==> src/cpu_pkg.sv <==
package cpu_pkg;

    localparam int PC_W   = 24;
    localparam int DATA_W = 32;

    // Positions in the 8-bit flag word, H and N read as zero
    localparam int FLAG_S = 7;
    localparam int FLAG_Z = 6;
    localparam int FLAG_V = 2;
    localparam int FLAG_C = 0;

    typedef enum logic [1:0] {
        SZ_BYTE,
        SZ_WORD,
        SZ_LONG
    } size_e;

    typedef enum logic [3:0] {
        ALU_NOP,
        ALU_MOVE,
        ALU_ADD,
        ALU_ADC,
        ALU_SUB,
        ALU_SBC,
        ALU_AND,
        ALU_XOR,
        ALU_OR,
        ALU_CP,
        ALU_RCF,
        ALU_SCF,
        ALU_CCF,
        ALU_ZCF
    } alu_op_e;

    localparam logic [7:0] OPC_NOP = 8'h00;
    localparam logic [7:0] OPC_RCF = 8'h10;
    localparam logic [7:0] OPC_SCF = 8'h11;
    localparam logic [7:0] OPC_CCF = 8'h12;
    localparam logic [7:0] OPC_ZCF = 8'h13;
    localparam logic [7:0] OPC_LDB = 8'h20;    // LD R,# with R in bits 2:0
    localparam logic [7:0] OPC_LDW = 8'h30;
    localparam logic [7:0] OPC_LDL = 8'h40;
    localparam logic [7:0] OPC_JR  = 8'h60;    // Condition in bits 3:0
    localparam logic [7:0] OPC_JRL = 8'h70;
    localparam logic [7:0] OPC_RRB = 8'hC8;    // Prefix of r, then 1ccc_0RRR
    localparam logic [7:0] OPC_RRW = 8'hD8;
    localparam logic [7:0] OPC_RRL = 8'hE8;

    typedef struct packed {
        logic [23:0] tail;   // Bytes 3..1, immediates and displacements
        logic [3:0]  grp;    // Group nibble, size in bits 1:0 for RR
        logic [3:0]  cond;   // Condition, or mode bit and register
    } op_fields_t;

    // Byte 0 sits at the fetch address
    typedef union packed {
        logic [3:0][7:0] bytes;
        op_fields_t      f;
    } op_window_t;

endpackage

==> src/core_ifs.sv <==
`timescale 1ns/1ps
`default_nettype none

interface alu_ctrl_if;
    import cpu_pkg::*;

    alu_op_e           op;
    size_e             size;
    logic [2:0]        dst;
    logic [2:0]        src;
    logic              use_imm;    // Second operand from imm instead of src
    logic [DATA_W-1:0] imm;
    logic              go;         // One-cycle command strobe

    modport seq (output op, size, dst, src, use_imm, imm, go);
    modport alu (input op, size, dst, src, use_imm, imm, go);
endinterface

interface pc_ctrl_if;
    import cpu_pkg::*;

    logic [2:0]      step;         // Bytes consumed
    logic            step_en;
    logic            rel_en;
    logic [PC_W-1:0] rel_off;      // Already sign-extended

    modport seq (output step, step_en, rel_en, rel_off);
    modport cnt (input step, step_en, rel_en, rel_off);
endinterface

`default_nettype wire

==> src/alu.sv <==
`timescale 1ns/1ps
`default_nettype none

module alu (
    input  logic                       clk,
    input  logic                       rst,
    alu_ctrl_if.alu                    alu_c,
    output logic [2:0]                 rd_a_sel,
    output logic [2:0]                 rd_b_sel,
    input  logic [cpu_pkg::DATA_W-1:0] rd_a,
    input  logic [cpu_pkg::DATA_W-1:0] rd_b,
    output logic                       wr_en,
    output logic [2:0]                 wr_sel,
    output cpu_pkg::size_e             wr_size,
    output logic [cpu_pkg::DATA_W-1:0] wr_data,
    output logic [7:0]                 flags
);
    import cpu_pkg::*;

    logic [DATA_W-1:0] opb;
    logic [DATA_W-1:0] mask;
    logic [DATA_W-1:0] topm;     // Single bit at the operand's sign position
    logic [DATA_W:0]   ext;      // Result with carry room
    logic              cin;
    logic              is_sub;
    logic              arith;
    logic              a_top;
    logic              b_top;
    logic              r_top;
    logic              carry;
    logic              ovf;
    logic [7:0]        nx_flags;

    assign rd_a_sel = alu_c.dst;
    assign rd_b_sel = alu_c.src;
    assign opb      = alu_c.use_imm ? alu_c.imm : rd_b;

    always_comb begin
        case (alu_c.size)
            SZ_BYTE: mask = 32'h0000_00ff;
            SZ_WORD: mask = 32'h0000_ffff;
            default: mask = 32'hffff_ffff;
        endcase
    end

    assign topm   = mask ^ (mask >> 1);
    assign cin    = (alu_c.op inside {ALU_ADC, ALU_SBC}) && flags[FLAG_C];
    assign is_sub = alu_c.op inside {ALU_SUB, ALU_SBC, ALU_CP};
    assign arith  = is_sub || (alu_c.op inside {ALU_ADD, ALU_ADC});

    always_comb begin
        case (alu_c.op)
            ALU_ADD, ALU_ADC: ext = {1'b0, rd_a & mask} + {1'b0, opb & mask}
                                    + {{DATA_W{1'b0}}, cin};
            ALU_SUB, ALU_SBC, ALU_CP: ext = {1'b0, rd_a & mask} - {1'b0, opb & mask}
                                            - {{DATA_W{1'b0}}, cin};
            ALU_AND: ext = {1'b0, rd_a & opb};
            ALU_XOR: ext = {1'b0, rd_a ^ opb};
            ALU_OR:  ext = {1'b0, rd_a | opb};
            ALU_MOVE: ext = {1'b0, opb};
            default: ext = {1'b0, rd_a};
        endcase
    end

    assign a_top = |(rd_a & topm);
    assign b_top = |(opb & topm);
    assign r_top = |(ext[DATA_W-1:0] & topm);
    assign carry = |(ext & {topm, 1'b0});   // Borrow on subtraction
    assign ovf   = (is_sub ? (a_top ^ b_top) : ~(a_top ^ b_top)) & (r_top ^ a_top);

    always_comb begin
        nx_flags = flags;
        case (alu_c.op)
            ALU_NOP: ;
            ALU_RCF: nx_flags[FLAG_C] = 1'b0;
            ALU_SCF: nx_flags[FLAG_C] = 1'b1;
            ALU_CCF: nx_flags[FLAG_C] = ~flags[FLAG_C];
            ALU_ZCF: nx_flags[FLAG_C] = ~flags[FLAG_Z];
            default: begin
                nx_flags[FLAG_S] = r_top;
                nx_flags[FLAG_Z] = (ext[DATA_W-1:0] & mask) == '0;
                nx_flags[FLAG_V] = arith & ovf;
                nx_flags[FLAG_C] = arith & carry;
            end
        endcase
    end

    assign wr_en   = alu_c.go && (alu_c.op inside {[ALU_MOVE:ALU_OR]});
    assign wr_sel  = alu_c.dst;
    assign wr_size = alu_c.size;
    assign wr_data = ext[DATA_W-1:0];

    always_ff @(posedge clk or posedge rst) begin
        if (rst) begin
            flags <= '0;
        end else if (alu_c.go) begin
            flags <= nx_flags;
        end
    end

endmodule

`default_nettype wire

==> src/cpu_core.sv <==
`timescale 1ns/1ps
`default_nettype none

module cpu_core (
    input  logic                       clk,
    input  logic                       rst,
    output logic                       op_req,
    output logic [cpu_pkg::PC_W-1:0]   op_addr,
    input  logic                       op_ack,
    input  logic [cpu_pkg::DATA_W-1:0] op_data,
    output logic                       insn_done,
    output logic [7:0]                 flags,
    input  logic [2:0]                 reg_rd_sel,
    output logic [cpu_pkg::DATA_W-1:0] reg_rd_data
);
    import cpu_pkg::*;

    logic [DATA_W-1:0] rd_a;
    logic [DATA_W-1:0] rd_b;
    logic [2:0]        rd_a_sel;
    logic [2:0]        rd_b_sel;
    logic              wr_en;
    logic [2:0]        wr_sel;
    size_e             wr_size;
    logic [DATA_W-1:0] wr_data;

    alu_ctrl_if alu_c ();
    pc_ctrl_if  pc_c ();

    insn_sequencer u_seq (
        .clk       (clk),
        .rst       (rst),
        .op_req    (op_req),
        .op_ack    (op_ack),
        .op_data   (op_data),
        .flags     (flags),
        .insn_done (insn_done),
        .alu_c     (alu_c.seq),
        .pc_c      (pc_c.seq)
    );

    pc_counter u_pc (
        .clk  (clk),
        .rst  (rst),
        .pc   (op_addr),        // Fetch address is the pc itself
        .pc_c (pc_c.cnt)
    );

    reg_bank u_regs (
        .clk        (clk),
        .rst        (rst),
        .wr_en      (wr_en),
        .wr_sel     (wr_sel),
        .wr_size    (wr_size),
        .wr_data    (wr_data),
        .rd_a_sel   (rd_a_sel),
        .rd_b_sel   (rd_b_sel),
        .rd_dbg_sel (reg_rd_sel),
        .rd_a       (rd_a),
        .rd_b       (rd_b),
        .rd_dbg     (reg_rd_data)
    );

    alu u_alu (
        .clk      (clk),
        .rst      (rst),
        .alu_c    (alu_c.alu),
        .rd_a_sel (rd_a_sel),
        .rd_b_sel (rd_b_sel),
        .rd_a     (rd_a),
        .rd_b     (rd_b),
        .wr_en    (wr_en),
        .wr_sel   (wr_sel),
        .wr_size  (wr_size),
        .wr_data  (wr_data),
        .flags    (flags)
    );

endmodule

`default_nettype wire

==> src/insn_sequencer.sv <==
`timescale 1ns/1ps
`default_nettype none

module insn_sequencer (
    input  logic                clk,
    input  logic                rst,
    output logic                op_req,
    input  logic                op_ack,
    input  cpu_pkg::op_window_t op_data,
    input  logic [7:0]          flags,
    output logic                insn_done,
    alu_ctrl_if.seq             alu_c,
    pc_ctrl_if.seq              pc_c
);
    import cpu_pkg::*;

    typedef enum logic [1:0] {REQ, RELEASE, EXEC, FILL_IMM} state_e;

    state_e     state;
    state_e     nx_state;
    op_window_t win;              // Latched opcode window
    logic [7:0] imm_hi;           // Byte 0 of the refetch for a long LD
    logic       fill_pend;
    logic       fill_set;
    logic       jp_ok;
    logic [7:0] op0;
    logic [7:0] op1;
    logic [7:0] op_r;             // Opcode with register field cleared
    logic [7:0] op_c;             // Opcode with condition field cleared

    assign op0    = win.bytes[0];
    assign op1    = win.bytes[1];
    assign op_r   = {op0[7:3], 3'b000};
    assign op_c   = {op0[7:4], 4'h0};
    assign op_req = state == REQ;

    // Codes 8 to 15 are the complements of 0 to 7
    always_comb begin
        case (win.f.cond[2:0])
            3'd0: jp_ok = 1'b0;
            3'd1: jp_ok = flags[FLAG_S] ^ flags[FLAG_V];
            3'd2: jp_ok = flags[FLAG_Z] | (flags[FLAG_S] ^ flags[FLAG_V]);
            3'd3: jp_ok = flags[FLAG_Z] | flags[FLAG_C];
            3'd4: jp_ok = flags[FLAG_V];
            3'd5: jp_ok = flags[FLAG_S];
            3'd6: jp_ok = flags[FLAG_Z];
            default: jp_ok = flags[FLAG_C];
        endcase
        if (win.f.cond[3]) begin
            jp_ok = ~jp_ok;
        end
    end

    always_comb begin
        nx_state      = state;
        insn_done     = 1'b0;
        fill_set      = 1'b0;
        alu_c.op      = ALU_NOP;
        alu_c.size    = SZ_LONG;
        alu_c.dst     = op0[2:0];
        alu_c.src     = op0[2:0];
        alu_c.use_imm = 1'b0;
        alu_c.imm     = {8'h00, win.f.tail};
        alu_c.go      = 1'b0;
        pc_c.step     = 3'd1;      // Also skips unknown opcodes
        pc_c.step_en  = 1'b0;
        pc_c.rel_en   = 1'b0;
        pc_c.rel_off  = {{(PC_W-8){op1[7]}}, op1};
        case (state)
            RELEASE: if (!op_ack) nx_state = REQ;
            REQ: if (op_ack) nx_state = fill_pend ? FILL_IMM : EXEC;
            EXEC: begin
                nx_state     = op_ack ? RELEASE : REQ;
                alu_c.go     = 1'b1;
                pc_c.step_en = 1'b1;
                insn_done    = 1'b1;
                if (op0 == OPC_NOP) begin
                    pc_c.step = 3'd1;
                end else if (op0 inside {OPC_RCF, OPC_SCF, OPC_CCF, OPC_ZCF}) begin
                    case (op0)
                        OPC_RCF: alu_c.op = ALU_RCF;
                        OPC_SCF: alu_c.op = ALU_SCF;
                        OPC_CCF: alu_c.op = ALU_CCF;
                        default: alu_c.op = ALU_ZCF;
                    endcase
                end else if (op_r inside {OPC_LDB, OPC_LDW, OPC_LDL}) begin
                    alu_c.op      = ALU_MOVE;
                    alu_c.use_imm = 1'b1;
                    if (op_r == OPC_LDB) begin
                        alu_c.size = SZ_BYTE;
                        pc_c.step  = 3'd2;
                    end else if (op_r == OPC_LDW) begin
                        alu_c.size = SZ_WORD;
                        pc_c.step  = 3'd3;
                    end else begin
                        alu_c.go  = 1'b0;   // Top byte still missing
                        insn_done = 1'b0;
                        fill_set  = 1'b1;
                        pc_c.step = 3'd4;
                    end
                end else if (op_c == OPC_JR || op_c == OPC_JRL) begin
                    pc_c.rel_en = jp_ok;
                    if (op_c == OPC_JRL) begin
                        pc_c.step    = 3'd3;
                        pc_c.rel_off = {{(PC_W-16){win.f.tail[15]}}, win.f.tail[15:0]};
                    end else begin
                        pc_c.step = 3'd2;
                    end
                end else if (op_r inside {OPC_RRB, OPC_RRW, OPC_RRL} && op1[7] && !op1[3]) begin
                    alu_c.size = size_e'(win.f.grp[1:0]);
                    alu_c.dst  = op1[2:0];  // R from second byte, r from prefix
                    pc_c.step  = 3'd2;
                    case (op1[6:4])
                        3'd0: alu_c.op = ALU_ADD;
                        3'd1: alu_c.op = ALU_ADC;
                        3'd2: alu_c.op = ALU_SUB;
                        3'd3: alu_c.op = ALU_SBC;
                        3'd4: alu_c.op = ALU_AND;
                        3'd5: alu_c.op = ALU_XOR;
                        3'd6: alu_c.op = ALU_OR;
                        default: alu_c.op = ALU_CP;
                    endcase
                end
            end
            FILL_IMM: begin
                nx_state      = op_ack ? RELEASE : REQ;
                alu_c.op      = ALU_MOVE;
                alu_c.use_imm = 1'b1;
                alu_c.imm     = {imm_hi, win.f.tail};
                alu_c.go      = 1'b1;
                pc_c.step_en  = 1'b1;
                insn_done     = 1'b1;
            end
            default: nx_state = RELEASE;
        endcase
    end

    always_ff @(posedge clk or posedge rst) begin
        if (rst) begin
            state     <= RELEASE;   // Raises op_req on the first clock
            fill_pend <= 1'b0;
        end else begin
            state <= nx_state;
            if (fill_set) begin
                fill_pend <= 1'b1;
            end else if (state == FILL_IMM) begin
                fill_pend <= 1'b0;
            end
        end
    end

    always_ff @(posedge clk) begin
        if (state == REQ && op_ack) begin
            if (fill_pend) begin
                imm_hi <= op_data.bytes[0];  // Keep the first window
            end else begin
                win <= op_data;
            end
        end
    end

endmodule

`default_nettype wire

==> src/pc_counter.sv <==
`timescale 1ns/1ps
`default_nettype none

module pc_counter (
    input  logic                     clk,
    input  logic                     rst,
    output logic [cpu_pkg::PC_W-1:0] pc,
    pc_ctrl_if.cnt                   pc_c
);
    import cpu_pkg::*;

    logic [PC_W-1:0] nx_pc;

    // Step and displacement land in a single update
    always_comb begin
        nx_pc = pc + {{(PC_W-3){1'b0}}, pc_c.step};
        if (pc_c.rel_en) begin
            nx_pc = nx_pc + pc_c.rel_off;
        end
    end

    always_ff @(posedge clk or posedge rst) begin
        if (rst) begin
            pc <= '0;
        end else if (pc_c.step_en) begin
            pc <= nx_pc;
        end
    end

endmodule

`default_nettype wire

==> src/reg_bank.sv <==
`timescale 1ns/1ps
`default_nettype none

module reg_bank (
    input  logic                       clk,
    input  logic                       rst,
    input  logic                       wr_en,
    input  logic [2:0]                 wr_sel,
    input  cpu_pkg::size_e             wr_size,
    input  logic [cpu_pkg::DATA_W-1:0] wr_data,
    input  logic [2:0]                 rd_a_sel,
    input  logic [2:0]                 rd_b_sel,
    input  logic [2:0]                 rd_dbg_sel,
    output logic [cpu_pkg::DATA_W-1:0] rd_a,
    output logic [cpu_pkg::DATA_W-1:0] rd_b,
    output logic [cpu_pkg::DATA_W-1:0] rd_dbg
);
    import cpu_pkg::*;

    logic [DATA_W-1:0] regs [8];

    always_ff @(posedge clk or posedge rst) begin
        if (rst) begin
            for (int i = 0; i < 8; i++) begin
                regs[i] <= '0;
            end
        end else if (wr_en) begin
            case (wr_size)
                SZ_BYTE: regs[wr_sel][7:0]  <= wr_data[7:0];   // Upper bits kept
                SZ_WORD: regs[wr_sel][15:0] <= wr_data[15:0];
                default: regs[wr_sel]       <= wr_data;
            endcase
        end
    end

    assign rd_a   = regs[rd_a_sel];
    assign rd_b   = regs[rd_b_sel];
    assign rd_dbg = regs[rd_dbg_sel];

endmodule

`default_nettype wire

==> config.mk <==
export PLATFORM = sky130hd
export DESIGN_NAME = cpu_core
export DESIGN_NICKNAME = d
export VERILOG_FILES = /design/src/cpu_pkg.sv /design/src/core_ifs.sv /design/src/alu.sv /design/src/cpu_core.sv /design/src/insn_sequencer.sv /design/src/pc_counter.sv /design/src/reg_bank.sv
export SDC_FILE = /design/constraint.sdc
export NUM_CORES = 1
export LEC_CHECK = 0
export ABC_CLOCK_PERIOD_IN_PS = 13350
export BUFFER_PORTS_ARGS = -buffer_cell sky130_fd_sc_hd__buf_2
export CAP_MARGIN = 20
export CORE_MARGIN = 5
export CORE_UTILIZATION = 48
export CTS_CLUSTER_DIAMETER = 200
export DETAILED_ROUTE_END_ITERATION = 7
export PLACE_DENSITY_LB_ADDON = 0.05
export SETUP_SLACK_MARGIN = 0.3
export SLEW_MARGIN = 20
export SYNTH_ARGS = -nofsm -noshare
export SYNTH_HDL_FRONTEND = slang
export SYNTH_SLANG_ARGS = --single-unit
export TNS_END_PERCENT = 50
==> constraint.sdc <==
create_clock -name clk -period 13.35 [get_ports clk]
set_input_delay 3.3375 -clock clk [delete_from_list [all_inputs] [get_ports clk]]
set_output_delay 3.3375 -clock clk [all_outputs]
set_load 0.02 [all_outputs]
==> Implementation_results.wiki, run 1 <==
{| class="wikitable"
! Metric !! Value
|-
| Status || finished clean
|-
| Top_reg_cell synth || sky130_fd_sc_hd__dfrtp_1
|-
| Growth of design area from synthesis to finish || 10.1%
|-
| Post-route clock period utilization || 0.667
|-
| Logic gate share of total power || 0.496
|-
| First-pass detailed-route iteration total || 5
|-
| Std cell rows || between 80 and 90
|-
| Number of clock buffers inserted by TritonCTS || 40
|-
| Clock power share || 0.235
|-
| Min-Delay Startpoint || u_pc.pc[23]
|-
| Post-detailed-route wirelength per cell || 27.0 um
|-
| Distinct cells, synth || between 90 and 100
|-
| Number of violations reported at the end of detailed-routing iteration 0 || between 3,000 and 4,000
|-
| Cells on worst reg2reg path || 25
|-
| # resized after CTS || 0
|-
| Unrepaired setup endpoints after global routing || no
|-
| Number of max-slew violations in the final report || 0
|-
| Final critical delay including setup and external delays || 8.91 ns
|-
| TritonCTS Sinks || about 330
|-
| Net count reported at finish || 3,216
|-
| Clock latency of the later-clocked register in the worst-skew pair || a little under 0.6 ns
|-
| Portion of the post-synthesis area used by sequential elements || 0.316
|-
| Initial antenna violation count || 3
|-
| Vias in the first global route || 23,957
|-
| Total power of the final layout || approximately 5200 uW
|-
| Fillcell total || a little over 5,000
|-
| Cell area reported after detailed placement || roughly 28,000 um^2
|-
| Net switching power || approximately 2300 uW
|-
| Non-filler cells in the finished layout || 3,777
|-
| Data required time of the worst path || 10.01 ns
|-
| Pin count of the biggest net entering global routing || 171
|-
| # hold bufs at CTS || 0
|-
| Number of H-tree branching levels || 2
|-
| Sequential power share || 0.269
|-
| Int Pwr || between 2000 and 3000 uW
|-
| Vertical die dimension || 245 um
|-
| Fraction of layout instances using a drive strength above 1 || 0.157
|-
| Fraction of power spent switching nets || 0.442
|-
| Worst vdd ir || approximately 110 uV
|-
| Core ar. || 55,000 um^2
|-
| Upper clock frequency limit || around 110 MHz
|-
| Post-layout utilization of the core || 0.532
|-
| First-pass GRT wire length || 152 mm
|-
| Total negative slack || 0 ns
|-
| Clock tree from TritonCTS || built
|-
| Critical setup path kind || in2out
|-
| Floorplan die area || approximately 60,000 um^2
|-
| Antenna diode count || 0
|-
| Post-synthesis async set-or-reset flop share || 0.878
|-
| Crit path max fanout || 38
|-
| Worst Max-Slew Pin Slew || about 1.3 ns
|-
| Average cell area after synthesis || approximately 9 um^2
|-
| Number of synthesized flops with an enable pin || 40
|-
| Total instance count after detailed placement || between 3,000 and 4,000
|-
| Netlist Area Pre-Place || between 20,000 and 30,000 um^2
|-
| Number of warnings printed during yosys synthesis || 0
|-
| Remaining antenna violation count || 0
|-
| Worst-case register-to-register setup slack || roughly 4.8 ns
|-
| Kind of capture point of the worst setup path || output port
|-
| Signal arrival time at the worst endpoint || 5.57 ns
|-
| Syn Inst Count || around 3,000
|-
| Most common cell after layout, fill and taps aside || sky130_fd_sc_hd__nand2_1
|-
| Hold crit path type || reg2reg
|-
| Clock root cell || sky130_fd_sc_hd__clkbuf_16
|-
| Largest buffer count on any clock path || 3
|-
| Number of input and output port buffers inserted || between 90 and 100
|-
| Number of design rule violations left after detail routing || 0
|-
| Hold Path End || u_pc.pc[23]
|-
| Vias post-DR || around 25,000
|-
| Die extent in x || ~250 um
|-
| Reg-to-reg critical path endpoint || u_alu.flags[6]
|-
| Number of primary I/O pins || roughly 100
|-
| Total setup violations reported at the end of the flow || 0
|-
| Final routed wirelength across all metal layers || slightly above 100 mm
|-
| Number of vias per cell after detailed routing || 6.57
|-
| Reported leakage power || approximately 0.013 uW
|-
| Final Hold Fails || 0
|-
| Detail Placement HPWL || roughly 70 mm
|-
| Total congestion overflow after global routing || 0
|-
| Global routing usage summed across all routing layers || 0.330
|-
| FF+latch count, synth || approximately 330
|-
| Final cell area excluding filler cells || just under 30,000 um^2
|-
| Reg clk slew, reported paths || around 0.050 ns
|-
| Nature of the critical path startpoint || primary input
|-
| Largest clock skew in the final design || approximately 0.034 ns
|-
| Commonest non-fill, non-tap cells in the layout || 563 x sky130_fd_sc_hd__nand2_1, 286 x sky130_fd_sc_hd__dfrtp_1, 231 x sky130_fd_sc_hd__o21ai_0, 174 x sky130_fd_sc_hd__ha_1, 172 x sky130_fd_sc_hd__inv_1
|-
| Final RePlAce weighted congestion || 0.957
|-
| Reg-to-reg startpoint || u_seq.state[1]
|-
| Cell area power density || 178 nW/um^2
|-
| Depth of the worst hold-timing path || 1
|-
| Effective utilization at floorplan || 0.483
|-
| Worst max-slew margin expressed relative to the limit || 0.118
|-
| Max-capacitance violation count || 0
|-
| Buffers inserted by post-CTS timing repair || 0
|}
[per-stage QoR]
stage | setup WS, ns | hold slack [ns]
final | 4.44 | 0.467
after global routing | 4.30 | 0.500
after CTS | 4.44 | 0.476
after detailed placement | 4.44 | 0.465
after global placement | 4.50 | 0.460
after floorplan | 2.09 | 0.477
[final cells by class]
class                   count  area [um^2]  share of cell area
multi-input cells        2295        16800               0.575
inverters                 175          664              0.0227
flip-flops and latches    327         8380               0.287
well taps                 748          936              0.0320
clock buffers              56         1180              0.0405
clock inverters            17          282             0.00962
repair buffers            159          973              0.0333
[critical path, stage by stage]
cell                     delay (ns)
sky130_fd_sc_hd__buf_4         0.42
sky130_fd_sc_hd__buf_4         0.68
sky130_fd_sc_hd__mux4_2        0.59
sky130_fd_sc_hd__mux2_2        0.32
sky130_fd_sc_hd__buf_2         0.17
[metal layers]
| metal | vias to the layer above | routed length [um] | global-route usage |
|---|---|---|---|
| li1 | 10901 | - | - |
| met1 | 12304 | 43200 | 0.469 |
| met2 | 1339 | 44100 | 0.495 |
| met3 | 254 | 10500 | 0.0760 |
| met4 | 0 | 4170 | 0.121 |
| met5 | - | 0 | 0 |
[cells by family after synthesis]
kind of cell             after synthesis  synth area share
AND/OR/NAND/NOR                     1014             0.171
AO/OA/AOI/OAI                        766             0.190
buffers and inverters                359            0.0533
flip-flops                           327             0.316
multiplexers                         250             0.157
adder cells (fa/ha/maj)              180            0.0865
XOR/XNOR                              81            0.0267
other                                  1          0.000141
[synthesized netlist by cell type, types with 30 or more instances]
cell	n	area, um^2
sky130_fd_sc_hd__inv_1	173	649
sky130_fd_sc_hd__nor3_1	35	175
sky130_fd_sc_hd__mux4_2	126	2840
sky130_fd_sc_hd__mux2i_1	51	510
sky130_fd_sc_hd__nand2_1	563	2110
sky130_fd_sc_hd__mux2_2	73	822
sky130_fd_sc_hd__dfrtp_1	286	7160
sky130_fd_sc_hd__a21o_1	30	225
sky130_fd_sc_hd__a22o_1	44	385
sky130_fd_sc_hd__xnor2_1	55	482
sky130_fd_sc_hd__o21ai_0	232	1160
sky130_fd_sc_hd__nand3_1	66	330
sky130_fd_sc_hd__and3_1	33	206
sky130_fd_sc_hd__edfxtp_1	40	1200
sky130_fd_sc_hd__a21oi_1	110	551
sky130_fd_sc_hd__nor2_1	161	604
sky130_fd_sc_hd__ha_1	174	2180
sky130_fd_sc_hd__o22ai_1	81	507
sky130_fd_sc_hd__a31oi_1	37	231
sky130_fd_sc_hd__clkbuf_1	133	499
[power groups by stage]
stage          clock network (uW)  registers, uW  logic (uW)
3_5_place_dp                    0           1410        2520
5_1_grt                      1280           1420        2810
6_report                     1230           1400        2580
3_3_place_gp                    0           1400        2480
4_1_cts                      1240           1390        2540
2_1_floorplan                   0           1360        1800
[how the worst max path moves through the flow]
stage / from / endpoint / slack (ns) / cells after the start
after CTS: reg_rd_sel[0] / reg_rd_data[18] / 4.44 / 5
final: reg_rd_sel[0] / reg_rd_data[18] / 4.44 / 5
after global routing: u_seq.state[1] / u_alu.flags[2] / 4.30 / 27
after detailed placement: reg_rd_sel[0] / reg_rd_data[18] / 4.44 / 5
after floorplan: rst / asynchronous set/reset pin / 2.09 / 1
after global placement: reg_rd_sel[0] / reg_rd_data[4] / 4.50 / 5
No activity file was read; power rests on OpenSTA's default activity.
==> run 2, diff against run 1 <==
--- a/config.mk
+++ b/config.mk
@@ -5,7 +5,7 @@
 export SDC_FILE = /design/constraint.sdc
 export NUM_CORES = 1
 export LEC_CHECK = 0
-export ABC_CLOCK_PERIOD_IN_PS = 13350
+export ABC_CLOCK_PERIOD_IN_PS = 8280
 export BUFFER_PORTS_ARGS = -buffer_cell sky130_fd_sc_hd__buf_2
 export CAP_MARGIN = 20
 export CORE_MARGIN = 5
==> constraint.sdc (replaced) <==
create_clock -name clk -period 8.28 [get_ports clk]
set_input_delay 2.07 -clock clk [delete_from_list [all_inputs] [get_ports clk]]
set_output_delay 2.07 -clock clk [all_outputs]
set_load 0.02 [all_outputs]
==> run 2 against run 1 <==
Worst hold slack worse by 0.0049 ns. Die area stayed put. Largest power group unchanged. Via count is 0.67% higher. Setup slack worse by 3.8 ns. Routed wire length is 2.3% higher. Sequential cell count stayed put. Critical path depth is 21 higher. Core utilization is 0.22 points higher. Clock skew is 0.016 ns higher. Sequential power is 63% higher. Cell count is 0.74% higher. Clock power is 49% higher.
==> Implementation_results.wiki, run 2 (synthesis results as in run 1) <==
{| class="wikitable"
! Metric !! Value
|-
| Vertical die dimension || 245 um (unchanged)
|-
| Number of max-slew violations in the final report || 0 (unchanged)
|-
| Number of clock buffers inserted by TritonCTS || 40 (unchanged)
|-
| Worst Max-Slew Pin Slew || 1.10 ns (-0.215 ns)
|-
| Die extent in x || 245 um (unchanged)
|-
| Largest buffer count on any clock path || 3 (unchanged)
|-
| Core ar. || 55,000 um^2 (unchanged)
|-
| Number of violations reported at the end of detailed-routing iteration 0 || 2,885 (-8.6%)
|-
| TritonCTS Sinks || 327 (unchanged)
|-
| Final critical delay including setup and external delays || 7.65 ns
|-
| Fraction of layout instances using a drive strength above 1 || 0.164 (+0.00624)
|-
| Clock root cell || sky130_fd_sc_hd__clkbuf_16
|-
| Reg clk slew, reported paths || 0.06 ns (about the same)
|-
| Number of H-tree branching levels || 2 (unchanged)
|-
| Nature of the critical path startpoint || flop
|-
| Data required time of the worst path || 8.72 ns (-1.29 ns)
|-
| Total setup violations reported at the end of the flow || 0 (unchanged)
|-
| Unrepaired setup endpoints after global routing || no
|-
| Final RePlAce weighted congestion || 0.961 (+0.40%)
|-
| Worst max-slew margin expressed relative to the limit || 0.268 (+0.150)
|-
| Non-filler cells in the finished layout || 3,805 (+0.74%)
|-
| First-pass detailed-route iteration total || 6 (+1)
|-
| Total congestion overflow after global routing || 0 (unchanged)
|-
| Largest clock skew in the final design || 0.0499 ns (+0.0164 ns)
|-
| Growth of design area from synthesis to finish || 10.6%
|-
| Net count reported at finish || 3,240 (+0.75%)
|-
| Fillcell total || 5,055 (+0.52%)
|-
| Critical setup path kind || reg2reg
|-
| Footprint of the multi-input gates || 16,800 um^2 (about the same)
|-
| Hold crit path type || reg2reg
|-
| Floorplan die area || 60,200 um^2 (unchanged)
|-
| Clock latency of the later-clocked register in the worst-skew pair || 0.61 ns (+0.03 ns)
|-
| Signal arrival time at the worst endpoint || 8.09 ns (+2.52 ns)
|-
| Kind of capture point of the worst setup path || flop
|-
| Max-capacitance violation count || 0 (unchanged)
|-
| Number of primary I/O pins || 104 (unchanged)
|-
| Hold Worst Slack || 0.462 ns (-0.00485 ns)
|-
| Register area || 8380 um^2 (unchanged)
|-
| Global routing usage summed across all routing layers || 0.340 (+0.0106)
|-
| Crit path max fanout || 14 (-63%)
|-
| Pin count of the biggest net entering global routing || 172 (+0.58%)
|-
| Final Hold Fails || 0 (unchanged)
|-
| Total instance count after detailed placement || 3,722 (+0.51%)
|-
| Status || finished clean
|-
| Total negative slack || 0 ns (unchanged)
|-
| Most common cell after layout, fill and taps aside || sky130_fd_sc_hd__nand2_1
|-
| Number of vias per cell after detailed routing || 6.56 (about the same)
|-
| Number of design rule violations left after detail routing || 0 (unchanged)
|-
| Reported leakage power || 0.0135 uW (+0.47%)
|-
| Post-detailed-route wirelength per cell || 27.4 um (+1.6%)
|-
| Number of input and output port buffers inserted || 99 (unchanged)
|-
| Cell area power density || 283 nW/um^2 (+59%)
|-
| Clock tree from TritonCTS || built
|-
| Detail Placement HPWL || 74.3 mm (+6.0%)
|-
| # hold bufs at CTS || 0 (unchanged)
|-
| Final routed wirelength across all metal layers || 104 mm (+2.3%)
|-
| First-pass GRT wire length || 157 mm (+3.0%)
|-
| Effective utilization at floorplan || 0.483 (unchanged)
|-
| Std cell rows || 86 (unchanged)
|-
| Remaining antenna violation count || 0 (unchanged)
|-
| Upper clock frequency limit || about 130 MHz
|-
| Vias post-DR || 24,965 (+0.67%)
|-
| Initial antenna violation count || 6 (+3)
|-
| Worst vdd ir || 177 uV (+62%)
|-
| Commonest non-fill, non-tap cells in the layout || 561 x sky130_fd_sc_hd__nand2_1, 286 x sky130_fd_sc_hd__dfrtp_1, 231 x sky130_fd_sc_hd__o21ai_0, 174 x sky130_fd_sc_hd__ha_1, 172 x sky130_fd_sc_hd__inv_1
|-
| Vias in the first global route || 24,532 (+2.4%)
|-
| Post-route clock period utilization || 0.924
|}
-- run 2: changes by cell type in the layout (fill, tap and decap cells not counted), sizes merged --
cell	delta
inv	+2
diode	+3
clkinvlp	+2
bufinv	-3
buf	+24
-- run 2: cell type report --
cell class / count / share of cell area
Inverter: 175 / 0.0225
Clock buffer: 56 / 0.0382
Clock inverter: 18 / 0.00775
Antenna cell: 3 / 0.000256
Multi-Input combinational cell: 2295 / 0.573
Tap cell: 748 / 0.0319
Sequential cell: 327 / 0.285
Timing Repair Buffer: 183 / 0.0406
-- run 2: critical path, cell delays in order, from the launching register on --
cell and delay (ns):
sky130_fd_sc_hd__edfxtp_1 0.57, sky130_fd_sc_hd__a21bo_1 0.37, sky130_fd_sc_hd__nor3_4 0.43, sky130_fd_sc_hd__mux2i_2 0.14, sky130_fd_sc_hd__buf_4 0.23, sky130_fd_sc_hd__nand2_1 0.45, sky130_fd_sc_hd__o22ai_1 0.16, sky130_fd_sc_hd__or4b_2 0.85
sky130_fd_sc_hd__inv_1 0.13, sky130_fd_sc_hd__nand2_1 0.08, sky130_fd_sc_hd__ha_1 0.41, sky130_fd_sc_hd__inv_1 0.08, sky130_fd_sc_hd__ha_1 0.41, sky130_fd_sc_hd__a21oi_1 0.26, sky130_fd_sc_hd__o21bai_1 0.08, sky130_fd_sc_hd__a21oi_1 0.21
sky130_fd_sc_hd__o21a_1 0.16, sky130_fd_sc_hd__o21ai_0 0.15, sky130_fd_sc_hd__or4_1 0.63, sky130_fd_sc_hd__nand3_1 0.18, sky130_fd_sc_hd__a31oi_1 0.14, sky130_fd_sc_hd__a2111o_1 0.39, sky130_fd_sc_hd__o22ai_1 0.18, sky130_fd_sc_hd__buf_4 0.23
sky130_fd_sc_hd__nor2_1 0.06, sky130_fd_sc_hd__a2111oi_0 0.37, sky130_fd_sc_hd__nand2_1 0.10
-- run 2: worst paths after layout --
check,from,end,slack (ns),depth (start not counted)
max,u_seq.win[5],u_alu.flags[2],0.63,26
min,u_pc.pc[23],u_pc.pc[23],0.46,1
max reg2reg,u_seq.win[5],u_alu.flags[2],0.63,26
min reg2reg,u_pc.pc[23],u_pc.pc[23],0.46,1
max in group asynchronous,rst,u_pc.pc[21],5.18,4
min in group asynchronous,rst,asynchronous set/reset pin,1.46,2
-- run 2: metal layers --
layer | share of wire | track usage
met2 | 0.43 | 0.504
met3 | 0.11 | 0.0887
met5 | 0.00038 | 0
met4 | 0.043 | 0.127
met1 | 0.42 | 0.482
-- run 2: timing repair --
action,4_1_cts,5_1_grt
resized for setup,0,5
endpoints found under the hold margin,0,0
setup endpoints to repair,0,11
setup buffers,0,4
-- run 2: power by group --
group / leakage, uW / switching, uW / internal [uW] / total [uW]
clock: 0.000662 / 770 / 1060 / 1830
combinational: 0.00860 / 2600 / 1620 / 4220
sequential: 0.00429 / 370 / 1910 / 2280
total: 0.0135 / 3740 / 4580 / 8320
-- run 2: per-stage QoR --
| step | power [uW] | util | worst slack (ns) | area (um^2) |
|---|---|---|---|---|
| 3_5_place_dp | 6380 | 0.508 | 0.528 | 27900 |
| 2_1_floorplan | 5100 | - | 2.01 | 26600 |
| 6_report | 8320 | 0.534 | 0.632 | 29400 |
| 3_3_place_gp | 6320 | 0.508 | 0.636 | 27900 |
| 5_1_grt | 8860 | 0.534 | 0.311 | 29400 |
| 4_1_cts | 8240 | 0.532 | 0.489 | 29300 |
